--- src/logic/nec_pkg.sv ---
// Shared widths, NEC timing constants and bus structs for the IR receiver.
// All durations are counted in sample ticks of roughly 70 us.
package nec_pkg;

  localparam int DELAY_W    = 12;  // Tick count between edges
  localparam int BYTE_W     = 8;
  localparam int FRAME_BITS = 32;

  // NEC nominal durations in ticks
  localparam logic [DELAY_W-1:0] UNIT_TICKS         = DELAY_W'(8);   // 562 us
  localparam logic [DELAY_W-1:0] ONE_SPACE_TICKS    = DELAY_W'(24);  // 1.69 ms
  localparam logic [DELAY_W-1:0] START_MARK_TICKS   = DELAY_W'(128); // 9 ms
  localparam logic [DELAY_W-1:0] START_SPACE_TICKS  = DELAY_W'(64);  // 4.5 ms
  localparam logic [DELAY_W-1:0] REPEAT_SPACE_TICKS = DELAY_W'(32);  // 2.25 ms

  // Counter start value after an edge, sets where the window is centered
  function automatic logic [DELAY_W-1:0] reload_offset_f(input logic [1:0] tolerance);
    case (tolerance)
      2'd0:    return DELAY_W'(1);
      2'd1:    return DELAY_W'(2);
      default: return DELAY_W'(4);
    endcase
  endfunction

  // Low bits ignored when comparing against the nominal counts
  function automatic logic [DELAY_W-1:0] delay_mask_f(input logic [1:0] tolerance);
    case (tolerance)
      2'd0:    return ~DELAY_W'(1);
      2'd1:    return ~DELAY_W'(3);
      default: return ~DELAY_W'(7);
    endcase
  endfunction

  typedef struct packed {
    logic       receiver_en;
    logic       repeat_en;
    logic       polarity;    // Idle level of the line is high
    logic [1:0] tolerance;
  } nec_cfg_t;

  typedef struct packed {
    logic               level;   // New filtered level, 1 is mark
    logic               timeout; // Counter had saturated
    logic [DELAY_W-1:0] delay;   // Masked tick count
  } ir_event_t;

  typedef struct packed {
    logic              is_repeat;
    logic [BYTE_W-1:0] addr;
    logic [BYTE_W-1:0] data;
  } nec_frame_t;

endpackage

--- src/logic/ir_sampler.sv ---
// Input conditioning for the IR line. Synchronizes the raw pin, flips it
// so that a mark reads as 1, then takes a 3-sample majority on each tick.
`timescale 1ns/1ns

module ir_sampler #(
  parameter int SYNC_STAGES = 2
) (
  input  logic clk,
  input  logic rst_n,
  input  logic ir_i,
  input  logic polarity_i, // Idle high when set
  input  logic enable_i,
  input  logic tick_i,
  output logic level_o
);

  logic [SYNC_STAGES-1:0] sync_q;
  logic                   sample;
  logic [2:0]             hist_q;

  ////////////////////
  // Synchronizer
  ////////////////////
  always_ff @(posedge clk) begin
    sync_q[0] <= ir_i;
    for (int i = 1; i < SYNC_STAGES; i++) begin
      sync_q[i] <= sync_q[i-1];
    end
  end

  assign sample = sync_q[SYNC_STAGES-1] ^ polarity_i; // Mark becomes 1

  ////////////////////
  // Majority filter
  ////////////////////
  always_ff @(posedge clk) begin
    if (!rst_n || !enable_i) begin
      hist_q <= '0;
    end else if (tick_i) begin
      hist_q <= {hist_q[1:0], sample};
    end
  end

  // Two of three samples agree
  assign level_o = (hist_q[0] & hist_q[1]) |
                   (hist_q[1] & hist_q[2]) |
                   (hist_q[2] & hist_q[0]);

endmodule

--- src/logic/edge_timer.sv ---
// Sample tick generator and level-length timer. Each change of the
// filtered level is reported as one event with the masked tick count of
// the level that just ended and a flag if the counter had saturated.
`timescale 1ns/1ns

module edge_timer #(
  parameter int TICK_DIV = 3500
) (
  input  logic                clk,
  input  logic                rst_n,
  input  logic                level_i,
  input  logic [1:0]          tolerance_i,
  input  logic                enable_i,
  output logic                tick_o,
  output nec_pkg::ir_event_t  ev_o,
  output logic                ev_valid_o
);

  localparam int DIV_W = (TICK_DIV > 1) ? $clog2(TICK_DIV) : 1;

  logic [DIV_W-1:0]            div_q;
  logic [nec_pkg::DELAY_W-1:0] cnt_q;
  logic [nec_pkg::DELAY_W-1:0] next_cnt;
  logic                        last_q;
  logic                        full;
  logic                        edge_seen;

  // Prescaler, held cleared while disabled
  always_ff @(posedge clk) begin
    if (!rst_n || !enable_i) begin
      div_q <= '0;
    end else if (tick_o) begin
      div_q <= '0;
    end else begin
      div_q <= div_q + 1'b1;
    end
  end

  assign tick_o    = enable_i && (div_q == DIV_W'(TICK_DIV - 1));
  assign next_cnt  = cnt_q + 1'b1;
  assign full      = &cnt_q;
  assign edge_seen = (level_i != last_q);

  always_ff @(posedge clk) begin
    if (!rst_n || !enable_i) begin
      last_q     <= 1'b0;
      cnt_q      <= '1;    // First edge reports a timeout
      ev_valid_o <= 1'b0;
    end else begin
      ev_valid_o <= tick_o && edge_seen;
      if (tick_o) begin
        last_q <= level_i;
        if (edge_seen) begin
          cnt_q <= nec_pkg::reload_offset_f(tolerance_i);
        end else if (!full) begin
          cnt_q <= next_cnt; // Saturates at all ones
        end
      end
    end
  end

  always_ff @(posedge clk) begin
    if (tick_o && edge_seen) begin
      ev_o.level   <= level_i;
      ev_o.timeout <= full;
      ev_o.delay   <= next_cnt & nec_pkg::delay_mask_f(tolerance_i);
    end
  end

endmodule

--- src/logic/frame_fsm.sv ---
// NEC frame state machine. Steps on each timer event, checks the length
// of the level that ended against the nominal counts and drives the
// shifter. Any timing outside the window drops back to idle.
`timescale 1ns/1ns

module frame_fsm (
  input  logic               clk,
  input  logic               rst_n,
  input  logic               enable_i,
  input  logic               repeat_en_i,
  input  nec_pkg::ir_event_t ev_i,
  input  logic               ev_valid_i,
  input  logic               last_bit_i,
  input  logic               check_ok_i,
  output logic               shift_clear_o,
  output logic               shift_en_o,
  output logic               shift_bit_o,
  output logic               frame_load_o,
  output logic               repeat_o
);

  typedef enum logic [2:0] {
    s_idle, s_start, s_bit_mark, s_bit_space, s_stop
  } state_t;

  state_t state_q;
  logic   init_to_q;  // No valid frame since the last timeout
  logic   repeat_q;
  logic   mark_end;
  logic   space_end;
  logic   is_unit;
  logic   is_one;

  assign mark_end  = !ev_i.timeout && !ev_i.level; // Mark just finished
  assign space_end = !ev_i.timeout && ev_i.level;
  assign is_unit   = (ev_i.delay == nec_pkg::UNIT_TICKS);
  assign is_one    = (ev_i.delay == nec_pkg::ONE_SPACE_TICKS);

  always_ff @(posedge clk) begin
    if (!rst_n || !enable_i) begin
      state_q       <= s_idle;
      init_to_q     <= 1'b1;
      repeat_q      <= 1'b0;
      shift_clear_o <= 1'b0;
      shift_en_o    <= 1'b0;
      frame_load_o  <= 1'b0;
      repeat_o      <= 1'b0;
    end else begin
      shift_clear_o <= 1'b0;
      shift_en_o    <= 1'b0;
      frame_load_o  <= 1'b0;
      if (ev_valid_i) begin
        state_q <= s_idle; // Default on bad timing
        case (state_q)
          s_idle: begin
            if (ev_i.timeout) init_to_q <= 1'b1;
            if (mark_end && ev_i.delay == nec_pkg::START_MARK_TICKS) state_q <= s_start;
          end
          s_start: begin
            if (space_end && ev_i.delay == nec_pkg::START_SPACE_TICKS) begin
              state_q       <= s_bit_mark;
              repeat_q      <= 1'b0;
              shift_clear_o <= 1'b1;
            end else if (space_end && ev_i.delay == nec_pkg::REPEAT_SPACE_TICKS &&
                         repeat_en_i && !init_to_q) begin
              state_q  <= s_stop;  // Repeat code, only the stop mark follows
              repeat_q <= 1'b1;
            end
          end
          s_bit_mark: begin
            if (mark_end && is_unit) state_q <= s_bit_space;
          end
          s_bit_space: begin
            if (space_end && (is_unit || is_one)) begin
              shift_en_o <= 1'b1;
              state_q    <= last_bit_i ? s_stop : s_bit_mark;
            end
          end
          s_stop: begin
            if (mark_end && is_unit && (repeat_q || check_ok_i)) begin
              frame_load_o <= 1'b1;
              repeat_o     <= repeat_q;
              if (!repeat_q) init_to_q <= 1'b0;
            end
          end
          default: state_q <= s_idle;
        endcase
      end
    end
  end

  // Bit value rides along with shift_en_o
  always_ff @(posedge clk) begin
    if (ev_valid_i) shift_bit_o <= is_one;
  end

endmodule

--- src/logic/frame_shifter.sv ---
// Frame shift register with the address/data complement checks and the
// output frame register. Bits arrive LSB first and shift in from the top.
`timescale 1ns/1ns

module frame_shifter (
  input  logic                clk,
  input  logic                rst_n,
  input  logic                shift_clear_i,
  input  logic                shift_en_i,
  input  logic                shift_bit_i,
  input  logic                frame_load_i,
  input  logic                repeat_i,
  output logic                last_bit_o,
  output logic                check_ok_o,
  output nec_pkg::nec_frame_t frame_o,
  output logic                frame_valid_o
);

  localparam logic [nec_pkg::FRAME_BITS-1:0] MARKER = {1'b1, {(nec_pkg::FRAME_BITS-1){1'b0}}};

  logic [nec_pkg::FRAME_BITS-1:0] shift_q;

  always_ff @(posedge clk) begin
    if (!rst_n || shift_clear_i) begin
      shift_q <= MARKER;
    end else if (shift_en_i) begin
      shift_q <= {shift_bit_i, shift_q[nec_pkg::FRAME_BITS-1:1]};
    end
  end

  assign last_bit_o = shift_q[0]; // Marker about to drop out
  assign check_ok_o = (shift_q[7:0] == ~shift_q[15:8]) &&
                      (shift_q[23:16] == ~shift_q[31:24]);

  ////////////////////
  // Output frame
  ////////////////////
  always_ff @(posedge clk) begin
    if (frame_load_i) begin
      frame_o.is_repeat <= repeat_i;
      if (!repeat_i) begin // Repeat keeps last accepted bytes
        frame_o.addr <= shift_q[7:0];
        frame_o.data <= shift_q[23:16];
      end
    end
  end

  always_ff @(posedge clk) begin
    if (!rst_n) frame_valid_o <= 1'b0;
    else        frame_valid_o <= frame_load_i;
  end

endmodule

--- src/logic/nec_ir_receiver.sv ---
// NEC infrared receiver top level. Feed the raw IR pin on ir_i and the
// configuration levels on cfg_i; each decoded frame or repeat code comes
// out as a one-cycle frame_valid_o strobe with frame_o.
`timescale 1ns/1ns

module nec_ir_receiver #(
  parameter int SYNC_STAGES = 2,
  parameter int TICK_DIV    = 3500 // About 70 us at 50 MHz
) (
  input  logic                clk,
  input  logic                rst_n,
  input  logic                ir_i,
  input  nec_pkg::nec_cfg_t   cfg_i,
  output nec_pkg::nec_frame_t frame_o,
  output logic                frame_valid_o
);

  logic               tick;
  logic               level;
  nec_pkg::ir_event_t ev;
  logic               ev_valid;
  logic               shift_clear;
  logic               shift_en;
  logic               shift_bit;
  logic               frame_load;
  logic               frame_repeat;
  logic               last_bit;
  logic               check_ok;

  ir_sampler #(.SYNC_STAGES(SYNC_STAGES)) sampler_i (
    .clk(clk), .rst_n(rst_n), .ir_i(ir_i), .polarity_i(cfg_i.polarity),
    .enable_i(cfg_i.receiver_en), .tick_i(tick), .level_o(level)
  );

  edge_timer #(.TICK_DIV(TICK_DIV)) timer_i (
    .clk(clk), .rst_n(rst_n), .level_i(level), .tolerance_i(cfg_i.tolerance),
    .enable_i(cfg_i.receiver_en), .tick_o(tick), .ev_o(ev), .ev_valid_o(ev_valid)
  );

  frame_fsm fsm_i (
    .clk(clk), .rst_n(rst_n), .enable_i(cfg_i.receiver_en),
    .repeat_en_i(cfg_i.repeat_en), .ev_i(ev), .ev_valid_i(ev_valid),
    .last_bit_i(last_bit), .check_ok_i(check_ok), .shift_clear_o(shift_clear),
    .shift_en_o(shift_en), .shift_bit_o(shift_bit), .frame_load_o(frame_load),
    .repeat_o(frame_repeat)
  );

  frame_shifter shifter_i (
    .clk(clk), .rst_n(rst_n), .shift_clear_i(shift_clear), .shift_en_i(shift_en),
    .shift_bit_i(shift_bit), .frame_load_i(frame_load), .repeat_i(frame_repeat),
    .last_bit_o(last_bit), .check_ok_o(check_ok), .frame_o(frame_o),
    .frame_valid_o(frame_valid_o)
  );

endmodule

--- config.mk ---
export PLATFORM = sky130hd
export DESIGN_NAME = nec_ir_receiver
export DESIGN_NICKNAME = d
export VERILOG_FILES = /design/src/logic/nec_pkg.sv /design/src/logic/ir_sampler.sv /design/src/logic/edge_timer.sv /design/src/logic/frame_fsm.sv /design/src/logic/frame_shifter.sv /design/src/logic/nec_ir_receiver.sv
export SDC_FILE = /design/constraint.sdc
export NUM_CORES = 1
export LEC_CHECK = 0
export ABC_AREA = 1
export ABC_CLOCK_PERIOD_IN_PS = 6000
export BUFFER_PORTS_ARGS = -buffer_cell sky130_fd_sc_hd__buf_2
export CAP_MARGIN = 20
export CORE_UTILIZATION = 43
export DETAILED_ROUTE_END_ITERATION = 8
export PLACE_DENSITY = 0.61
export SYNTH_ARGS = -nofsm -noshare
export SYNTH_HDL_FRONTEND = slang
export SYNTH_HIERARCHICAL = 1
export SYNTH_SLANG_ARGS = --single-unit
--- constraint.sdc ---
create_clock -name clk -period 6 [get_ports clk]
set_input_delay 0.6 -clock clk [delete_from_list [all_inputs] [get_ports clk]]
set_output_delay 0.6 -clock clk [all_outputs]
set_load 0.03 [all_outputs]
# After elaboration in Yosys (flattened, before gate mapping)
# Cells that the tools add are included.
# totals
register_bits	105
output_inout_bits	18
word_cells	113
input_bits	8
# classes
n_reduce_logical	36
add_sub_neg	2
bitwise	14
eq_ne	18
n_mux	21
# op_table
op	n
$mux 12	3
$add 12x1->12 const B	2
$eq 8x8->1	2
$not 8->8	2
$logic_and 1x1->1	13
$and 12x12->12	1
$eq 12x12->1 const B	1
$eq 12x4->1 const B	1
$eq 12x5->1 const B	1
$eq 12x6->1 const B	1
$eq 12x7->1 const B	1
$eq 12x8->1 const B	1
$mux 3	4
$pmux 3 s2	2
$pmux 3 s4	1
$reduce_and 12->1	1
$mux 1	9
$reduce_or 3->1	3
$eq 3x2->1 const B	2
$ne 2x2->1 const B	3
$reduce_and 3->1	2
$logic_not 1->1	5
$not 1->1	5
$reduce_and 5->1	1
other kinds (16)	24

# Longest topological paths before layout
# Gate-level depths: netlist of run 1.
# depth
ltp_word	8
ltp_mapped	14
mapped_depth_nobuf	14

# Cells and area by module
# Netlist of run 1, hierarchy kept.
# modules_own_cells
mod	seq_area_each_um2	area_per_inst_um2	cells_per_inst	instances
frame_shifter	1171.1	2040.7	227	1
edge_timer	910.9	2023.2	232	1
frame_fsm	210.2	634.4	100	1
ir_sampler	100.1	186.4	23	1

# Least setup slack after synthesis of run 1
# Ideal clock, no wire load.
# synth_timing
path_kind	reg-to-reg
start	reg sampler_i.hist_q[0]
end	reg timer_i/ev_o[10] in the netlist's numbering (enable)
path_buffers	1
path_stages_with_launch	6
setup_slack_ns	4.079
t_arrival_ns	1.538
cell_sequence	dfxtp_1 -> maj3_2 -> nand2_1 -> nand2_2 -> buf_6 -> nor2_1
# synth_between
elab_chain_len	5
word_cells_on_any_way	6
# synth_rtl
item	line_no	source
start: declaration	ir_sampler.sv:19	logic [2:0] hist_q;
start signal: assignment	ir_sampler.sv:40	hist_q <= {hist_q[1:0], sample};
$and 1x1->1	ir_sampler.sv:45	assign level_o = (hist_q[0] & hist_q[1]) |
$or 1x1->1	ir_sampler.sv:45	
$or 1x1->1 *	ir_sampler.sv:46	(hist_q[1] & hist_q[2]) |
via level	nec_ir_receiver.sv:19	logic level;
$ne 1x1->1 *	edge_timer.sv:42	assign edge_seen = (level_i != last_q);
$logic_and 1x1->1 *	edge_timer.sv:63	if (tick_o && edge_seen) begin
end: declaration	edge_timer.sv:15	output nec_pkg::ir_event_t ev_o,
# Mark *: on every way through the listed nets, which the timed path passes. The rest lies on a longest branch.
# A chain may end at the register's enable or synchronous reset.

# Worst setup path after layout of run 1
# layout_timing
start	reg sampler_i.hist_q[0]
end	reg timer_i/ev_o[2] in the netlist's numbering (enable)
# The elaborated chain is that of the path after synthesis.

==> flow_metrics.tcl, run 1 <==
set metrics [dict create \
    die_x_um 109 \
    place_area_mm2 0.00505 \
    layout_commonest_cell "nand2_1" \
    run_status "finished clean" \
    cts_tree "built" \
    maxCapViolations 0 \
    layout_min_cycle_time_ns 2.13 \
    antenna_left 0 \
    path_max_fanout 13 \
    hold_viol 0 \
    max_freq_mhz 468 \
    cts_setup_buffers 0 \
    pwr-share-seq 0.534 \
    pwr-share-comb 0.014 \
    clock_latency_ns 0.34 \
    end_kind "flop" \
    synth_seq_cells 104 \
    antenna_found_initial 0 \
    cts_buffer_depth 2 \
    grt_pass1_wl_um 15000 \
    syn_inst 582 \
    powerDensity_mw_per_mm2 251 \
    syn_area_per_cell_um2 8.39 \
    p_sw_frac 0.195 \
    cts.sinks 104 \
    fp.dieH_um 109 \
    final_nets 615 \
    worstMarginPinSlew_ns 0.996 \
    grt_max_degree 37 \
    setup_tns_ns 0 \
    slew_headroom 0.334 \
    worstPathCellList "maj3_2, nand2_1, nand2_2, nor2_1" \
    synth_warnings 6 \
    io_pins 26 \
    core_mm2 0.0109 \
    grtUsageMet2 0.275 \
    grt_pass1_vias 3385 \
    p_clk_frac 0.452 \
    yosysSeqAreaShare 0.490 \
    cts-resized-gates 0 \
    p_leak_nw 2.22 \
    ir_worst_vdd_mv 0.164 \
    cp.arrival_ns 2.09 \
    hp-class "reg -> reg" \
    syn_nets 592 \
    cts_buffers 9 \
    grt_overflow 0 \
    fin_skew_ns 0.00489 \
    drive_above_1_share 0.211 \
    grt_use_met3 0.0325 \
    htreeDepth 3 \
    use_met1 0.200 \
    start_util 0.447 \
    gp_congestion 0.855 \
    hold_buffers 0 \
    synthArstFlopShare 0 \
    clockRootBuffer "clkbuf_16" \
    fin_crit_sh 0.356 \
    synth_cell_type_count 37 \
    grt_usage 0.162 \
    layout.cells.non_filler 750 \
    switchingPower_mw 0.264 \
    first_pass_iters 4 \
    synthToLayoutAreaGrowth_pct 10.1 \
    rows 38 \
    die_area_mm2 0.0118 \
    diodes 0 \
    final_area_mm2 0.00538 \
    setup_viol 0 \
    crit_type "reg -> reg" \
    most-common-layout-cells "nand2_1, nor2_1, dfxtp_1, inv_1, edfxtp_1" \
    wirelength_um 8510 \
    required_ns 5.96 \
    drt_iter0_drc 143 \
    critPathSlowestCell "nor2_1" \
    path_clk_slew_ns 0.07 \
    rsz0062_at_grt "false" \
    internal-power_mw 1.09 \
    slowest_delay_ns 0.82 \
    start_kind "flop" \
    fillCellCount 1056 \
    via_per_inst 4.80 \
    synth_area_mm2 0.00488 \
    grt.busiest_layer "met2" \
    wl_per_cell_um 11.3 \
    dp_cells 734 \
    vias 3603 \
    yosys_most_used_dff "dfxtp_1" \
    synth-edff-count 31 \
    drc 0 \
    port_buffers 25 \
    drv_slew 0 \
    dp_hpwl_um 6230 \
]
-- synth_stat cells (6+ instances only) --
| cell type | number | share of area |
|---|---|---|
| a21oi_1 | 30 | 0.031 |
| nor2_2 | 9 | 0.012 |
| xor2_1 | 12 | 0.022 |
| dfxtp_1 | 73 | 0.30 |
| nor2_4 | 7 | 0.016 |
| nand3_2 | 12 | 0.025 |
| o21ai_0 | 16 | 0.016 |
| nand2_2 | 29 | 0.037 |
| a21oi_2 | 12 | 0.022 |
| nor2_1 | 73 | 0.056 |
| inv_1 | 57 | 0.044 |
| nand2_1 | 132 | 0.10 |
| nor3_1 | 8 | 0.0082 |
| inv_2 | 6 | 0.0046 |
| nand3_1 | 30 | 0.031 |
| o21ai_1 | 8 | 0.0082 |
| edfxtp_1 | 31 | 0.19 |
-- through the flow --
| step | hold slack, ns | util | setup WS (ns) | total power [mW] |
|---|---|---|---|---|
| after floorplan | 0.310 | - | 4.08 | 0.751 |
| after global placement | 0.344 | 0.462 | 3.71 | 0.756 |
| after detailed placement | 0.343 | 0.462 | 3.67 | 0.756 |
| after CTS | 0.343 | 0.492 | 3.84 | 1.38 |
| after global routing | 0.340 | 0.492 | 3.72 | 1.41 |
| final | 0.359 | 0.492 | 3.87 | 1.35 |
-- worst paths after layout --
check,startpoint,endpoint,slack [ns],cells past startpoint
max,sampler_i/hist_q[0],timer_i/ev_o[2],3.87,4
max reg2reg,sampler_i/hist_q[0],timer_i/ev_o[2],3.87,4
min reg2reg,sampler_i/sync_q[0],sampler_i/sync_q[1],0.36,0
min,sampler_i/sync_q[0],sampler_i/sync_q[1],0.36,0
-- power groups by stage --
stage / clock network (mW) / registers, mW / logic (mW)
floorplan: 0 / 0.736 / 0.0147
global placement: 0 / 0.737 / 0.0191
detailed placement: 0 / 0.737 / 0.0196
CTS: 0.636 / 0.720 / 0.0196
global route: 0.665 / 0.720 / 0.0218
finish: 0.611 / 0.721 / 0.0191
-- sequential cells by signal, indices dropped and copies added, names as in the netlist, 2 cells and up --
name               cells
shifter_i/shift_q     32
fsm_i/state_q          3
sampler_i/sync_q       2
timer_i/cnt_q         12
shifter_i/frame_o     17
timer_i/div_q         12
sampler_i/hist_q       3
timer_i/ev_o          13
-- layer usage --
metal / wire [µm] / up-vias
li1: - / 1900
met1: 4090 / 1650
met2: 3990 / 42
met3: 305 / 11
met4: 121 / 0
met5: 0 / -
-- layout make-up --
type / instances / area, µm² / area share
clock buffer: 11 / 264 / 0.0491
clock inverter: 5 / 60.1 / 0.0112
inverter: 64 / 241 / 0.0449
multi-input combinational: 399 / 2100 / 0.391
sequential: 104 / 2390 / 0.445
tap: 140 / 175 / 0.0326
timing repair buffer: 27 / 140 / 0.0261
-- kinds of logic after synthesis --
logic type / after synthesis / synth area share
AO/OA/AOI/OAI: 67 / 0.0784
buffers and inverters: 79 / 0.0797
flip-flops: 104 / 0.490
adder cells (fa/ha/maj): 3 / 0.00743
XOR/XNOR: 13 / 0.0233
other: 1 / 0.000768
AND/OR/NAND/NOR: 315 / 0.321
-- critical path: cells and delay by family (launching register included) --
family / cells / cell delay, ns
adders and majority gates: 1 / 0.35
and+or+nand+nor: 3 / 1.08
DFF: 1 / 0.33
(Power assumes the default switching activity.)
==> run 2, diff against run 1 <==
Settings changed: ABC_CLOCK_PERIOD_IN_PS 6000 to 2200.
Clock period 6 ns to 2.2 ns, I/O delays scaled along.
==> run 2 against run 1 <==
  * Hold slack got worse by 0.18 ns
  * Utilization increased by 0.14 points
  * Register-to-register slack got worse by 3.3 ns
  * Total power increased to 2.7 times the previous value
  * Worst setup slack got worse by 3.3 ns
  * Non-clock buffer count increased by 3
  * Critical path depth increased by 4
  * Flip-flop and latch count unchanged
  * Global-route usage increased by 0.49 points
  * Clock power increased to 2.7 times the previous value
  * Cell count increased by 0.40%
  * Critical endpoint is now timer_i/cnt_q[10]
  * Highest routed layer unchanged
==> flow_metrics.tcl, run 2 (same netlist as run 1, synthesis figures left out) <==
set metrics [dict create \
    run_status "finished clean" \
    layout_commonest_cell "nand2_1" \
    internal-power_mw 2.98 \
    fin_skew_ns 0.00606 \
    layout_min_cycle_time_ns 1.63 \
    die_x_um 109 \
    fin_crit_sh 0.740 \
    powerDensity_mw_per_mm2 685 \
    dp_hpwl_um 6390 \
    drv_slew 0 \
    dp_cells 736 \
    place_area_mm2 0.00507 \
    top_register "shifter_i/shift_q" \
    htreeDepth 3 \
    synthToLayoutAreaGrowth_pct 10.4 \
    grt_max_degree 36 \
    most-common-layout-cells "nand2_1, nor2_1, dfxtp_1, inv_1, edfxtp_1" \
    crit_buf_inv 1 \
    top_layer_used "met4" \
    drive_above_1_share 0.210 \
    grt_overflow 0 \
    grt_pass1_wl_um 15300 \
    fin_hold_ws_ns 0.181 \
    core_mm2 0.0109 \
    crit_path_frequent_cell "nand2_2" \
    drt_iter0_drc 109 \
    clock_latency_ns 0.34 \
    setup_viol 0 \
    required_ns 2.48 \
    die_area_mm2 0.0118 \
    grt_pass1_vias 3333 \
    layout.cells.non_filler 753 \
    port_buffers 25 \
    pwr-share-comb 0.015 \
    final_area_mm2 0.00539 \
    cp.arrival_ns 1.91 \
    setup_tns_ns 0 \
    crit_type "reg -> reg" \
    path_max_fanout 12 \
    antenna_left 0 \
    fp.dieH_um 109 \
    cts.sinks 104 \
    ir_worst_vdd_mv 0.536 \
    fillCellCount 1078 \
    grt_usage 0.167 \
    p_clk_frac 0.453 \
    cts_buffers 9 \
    crit_path_start "sampler_i/hist_q[0]" \
    p_sw_frac 0.194 \
    cts_tree "built" \
    via_per_inst 4.79 \
    clockRootBuffer "clkbuf_16" \
    cts-resized-gates 0 \
    path_clk_slew_ns 0.07 \
    gp_congestion 0.836 \
    rr_startpoint "sampler_i/hist_q[0]" \
    pwr-share-seq 0.532 \
    min_from "rst_n" \
    max_freq_mhz 614 \
    antenna_found_initial 0 \
    met2_length_um 4210 \
    cts_buffer_depth 2 \
    worstPathCellList "maj3_2, inv_2, nand2_2, nand2_2, nand4_4, nand2_4, nand2_1, nand3_1" \
    largest_register_ffs 32 \
    top_regs "shifter_i/shift_q x32, shifter_i/frame_o x17, timer_i/ev_o x13" \
    maxCapViolations 0 \
    vias 3609 \
    rsz0062_at_grt "false" \
    hp-class "in -> reg" \
    end_kind "flop" \
    hold_viol 0 \
    p_leak_nw 2.22 \
    drc 0 \
    wirelength_um 8930 \
    start_kind "flop" \
    first_pass_iters 4 \
    switchingPower_mw 0.718 \
    wl_met1_um 4370 \
    final_nets 618 \
    io_pins 26 \
    critPathSlowestCell "maj3_2" \
    diodes 0 \
    slowest_delay_ns 0.35 \
    wl_met3_um 239 \
    wl_per_cell_um 11.9 \
    crit_family "simple AND/OR/NAND/NOR gates" \
    start_util 0.447 \
    rows 38 \
]
## run 2: changes by cell type in the layout (fill, tap and decap cells not counted), sizes merged
cell         delta
buf             +2
inv             -2
bufinv          +1
clkinv          +1
dlygate4sd3     +1
## run 2: path summary, 6_finish.rpt
check,endpoint,slack (ns),cells after the start
setup reg to reg,timer_i/cnt_q[10],0.57,8
setup / recovery,timer_i/cnt_q[10],0.57,8
hold / removal,shifter_i/frame_valid_o,0.18,3
hold reg to reg,sampler_i/sync_q[1],0.36,0
## run 2: tightest hold or removal path, stage by stage
cell     delay, ns
buf_2         0.15
nand2_1       0.07
inv_1         0.04
## run 2: final cells by class
class	count	area (µm²)	area share
clock buffer	11	233	0.0432
inverter	64	241	0.0448
multi-input combinational	399	2100	0.390
clock inverter	5	81.3	0.0151
timing repair buffer	30	165	0.0306
tap	140	175	0.0325
sequential	104	2390	0.444
## run 2: repair_timing
action | CTS | global route
hold buffers | 1 | 0
hold endpoints to repair | 1 | 0
buffers inserted | 0 | 0
## run 2: power groups by stage
stage	logic [mW]	clock network (mW)	registers (mW)
final	0.0545	1.67	1.97
after global routing	0.0605	1.79	1.97
after CTS	0.0550	1.73	1.97
after detailed placement	0.0538	0	2.01
after global placement	0.0532	0	2.01
after floorplan	0.0397	0	2.01
## run 2: layer usage
layer,global-route usage,vias to the layer above
met5,0,-
met4,0.0637,0
met3,0.0368,8
met2,0.274,42
met1,0.213,1653
li1,-,1906
## run 2: stage by stage
| stage | utilization | setup slack [ns] | power, mW |
|---|---|---|---|
| floorplan | - | 0.279 | 2.05 |
| global placement | 0.463 | 0.641 | 2.06 |
| global route | 0.493 | 0.427 | 3.82 |
| detailed placement | 0.463 | 0.596 | 2.06 |
| finish | 0.493 | 0.572 | 3.69 |
| CTS | 0.493 | 0.585 | 3.75 |
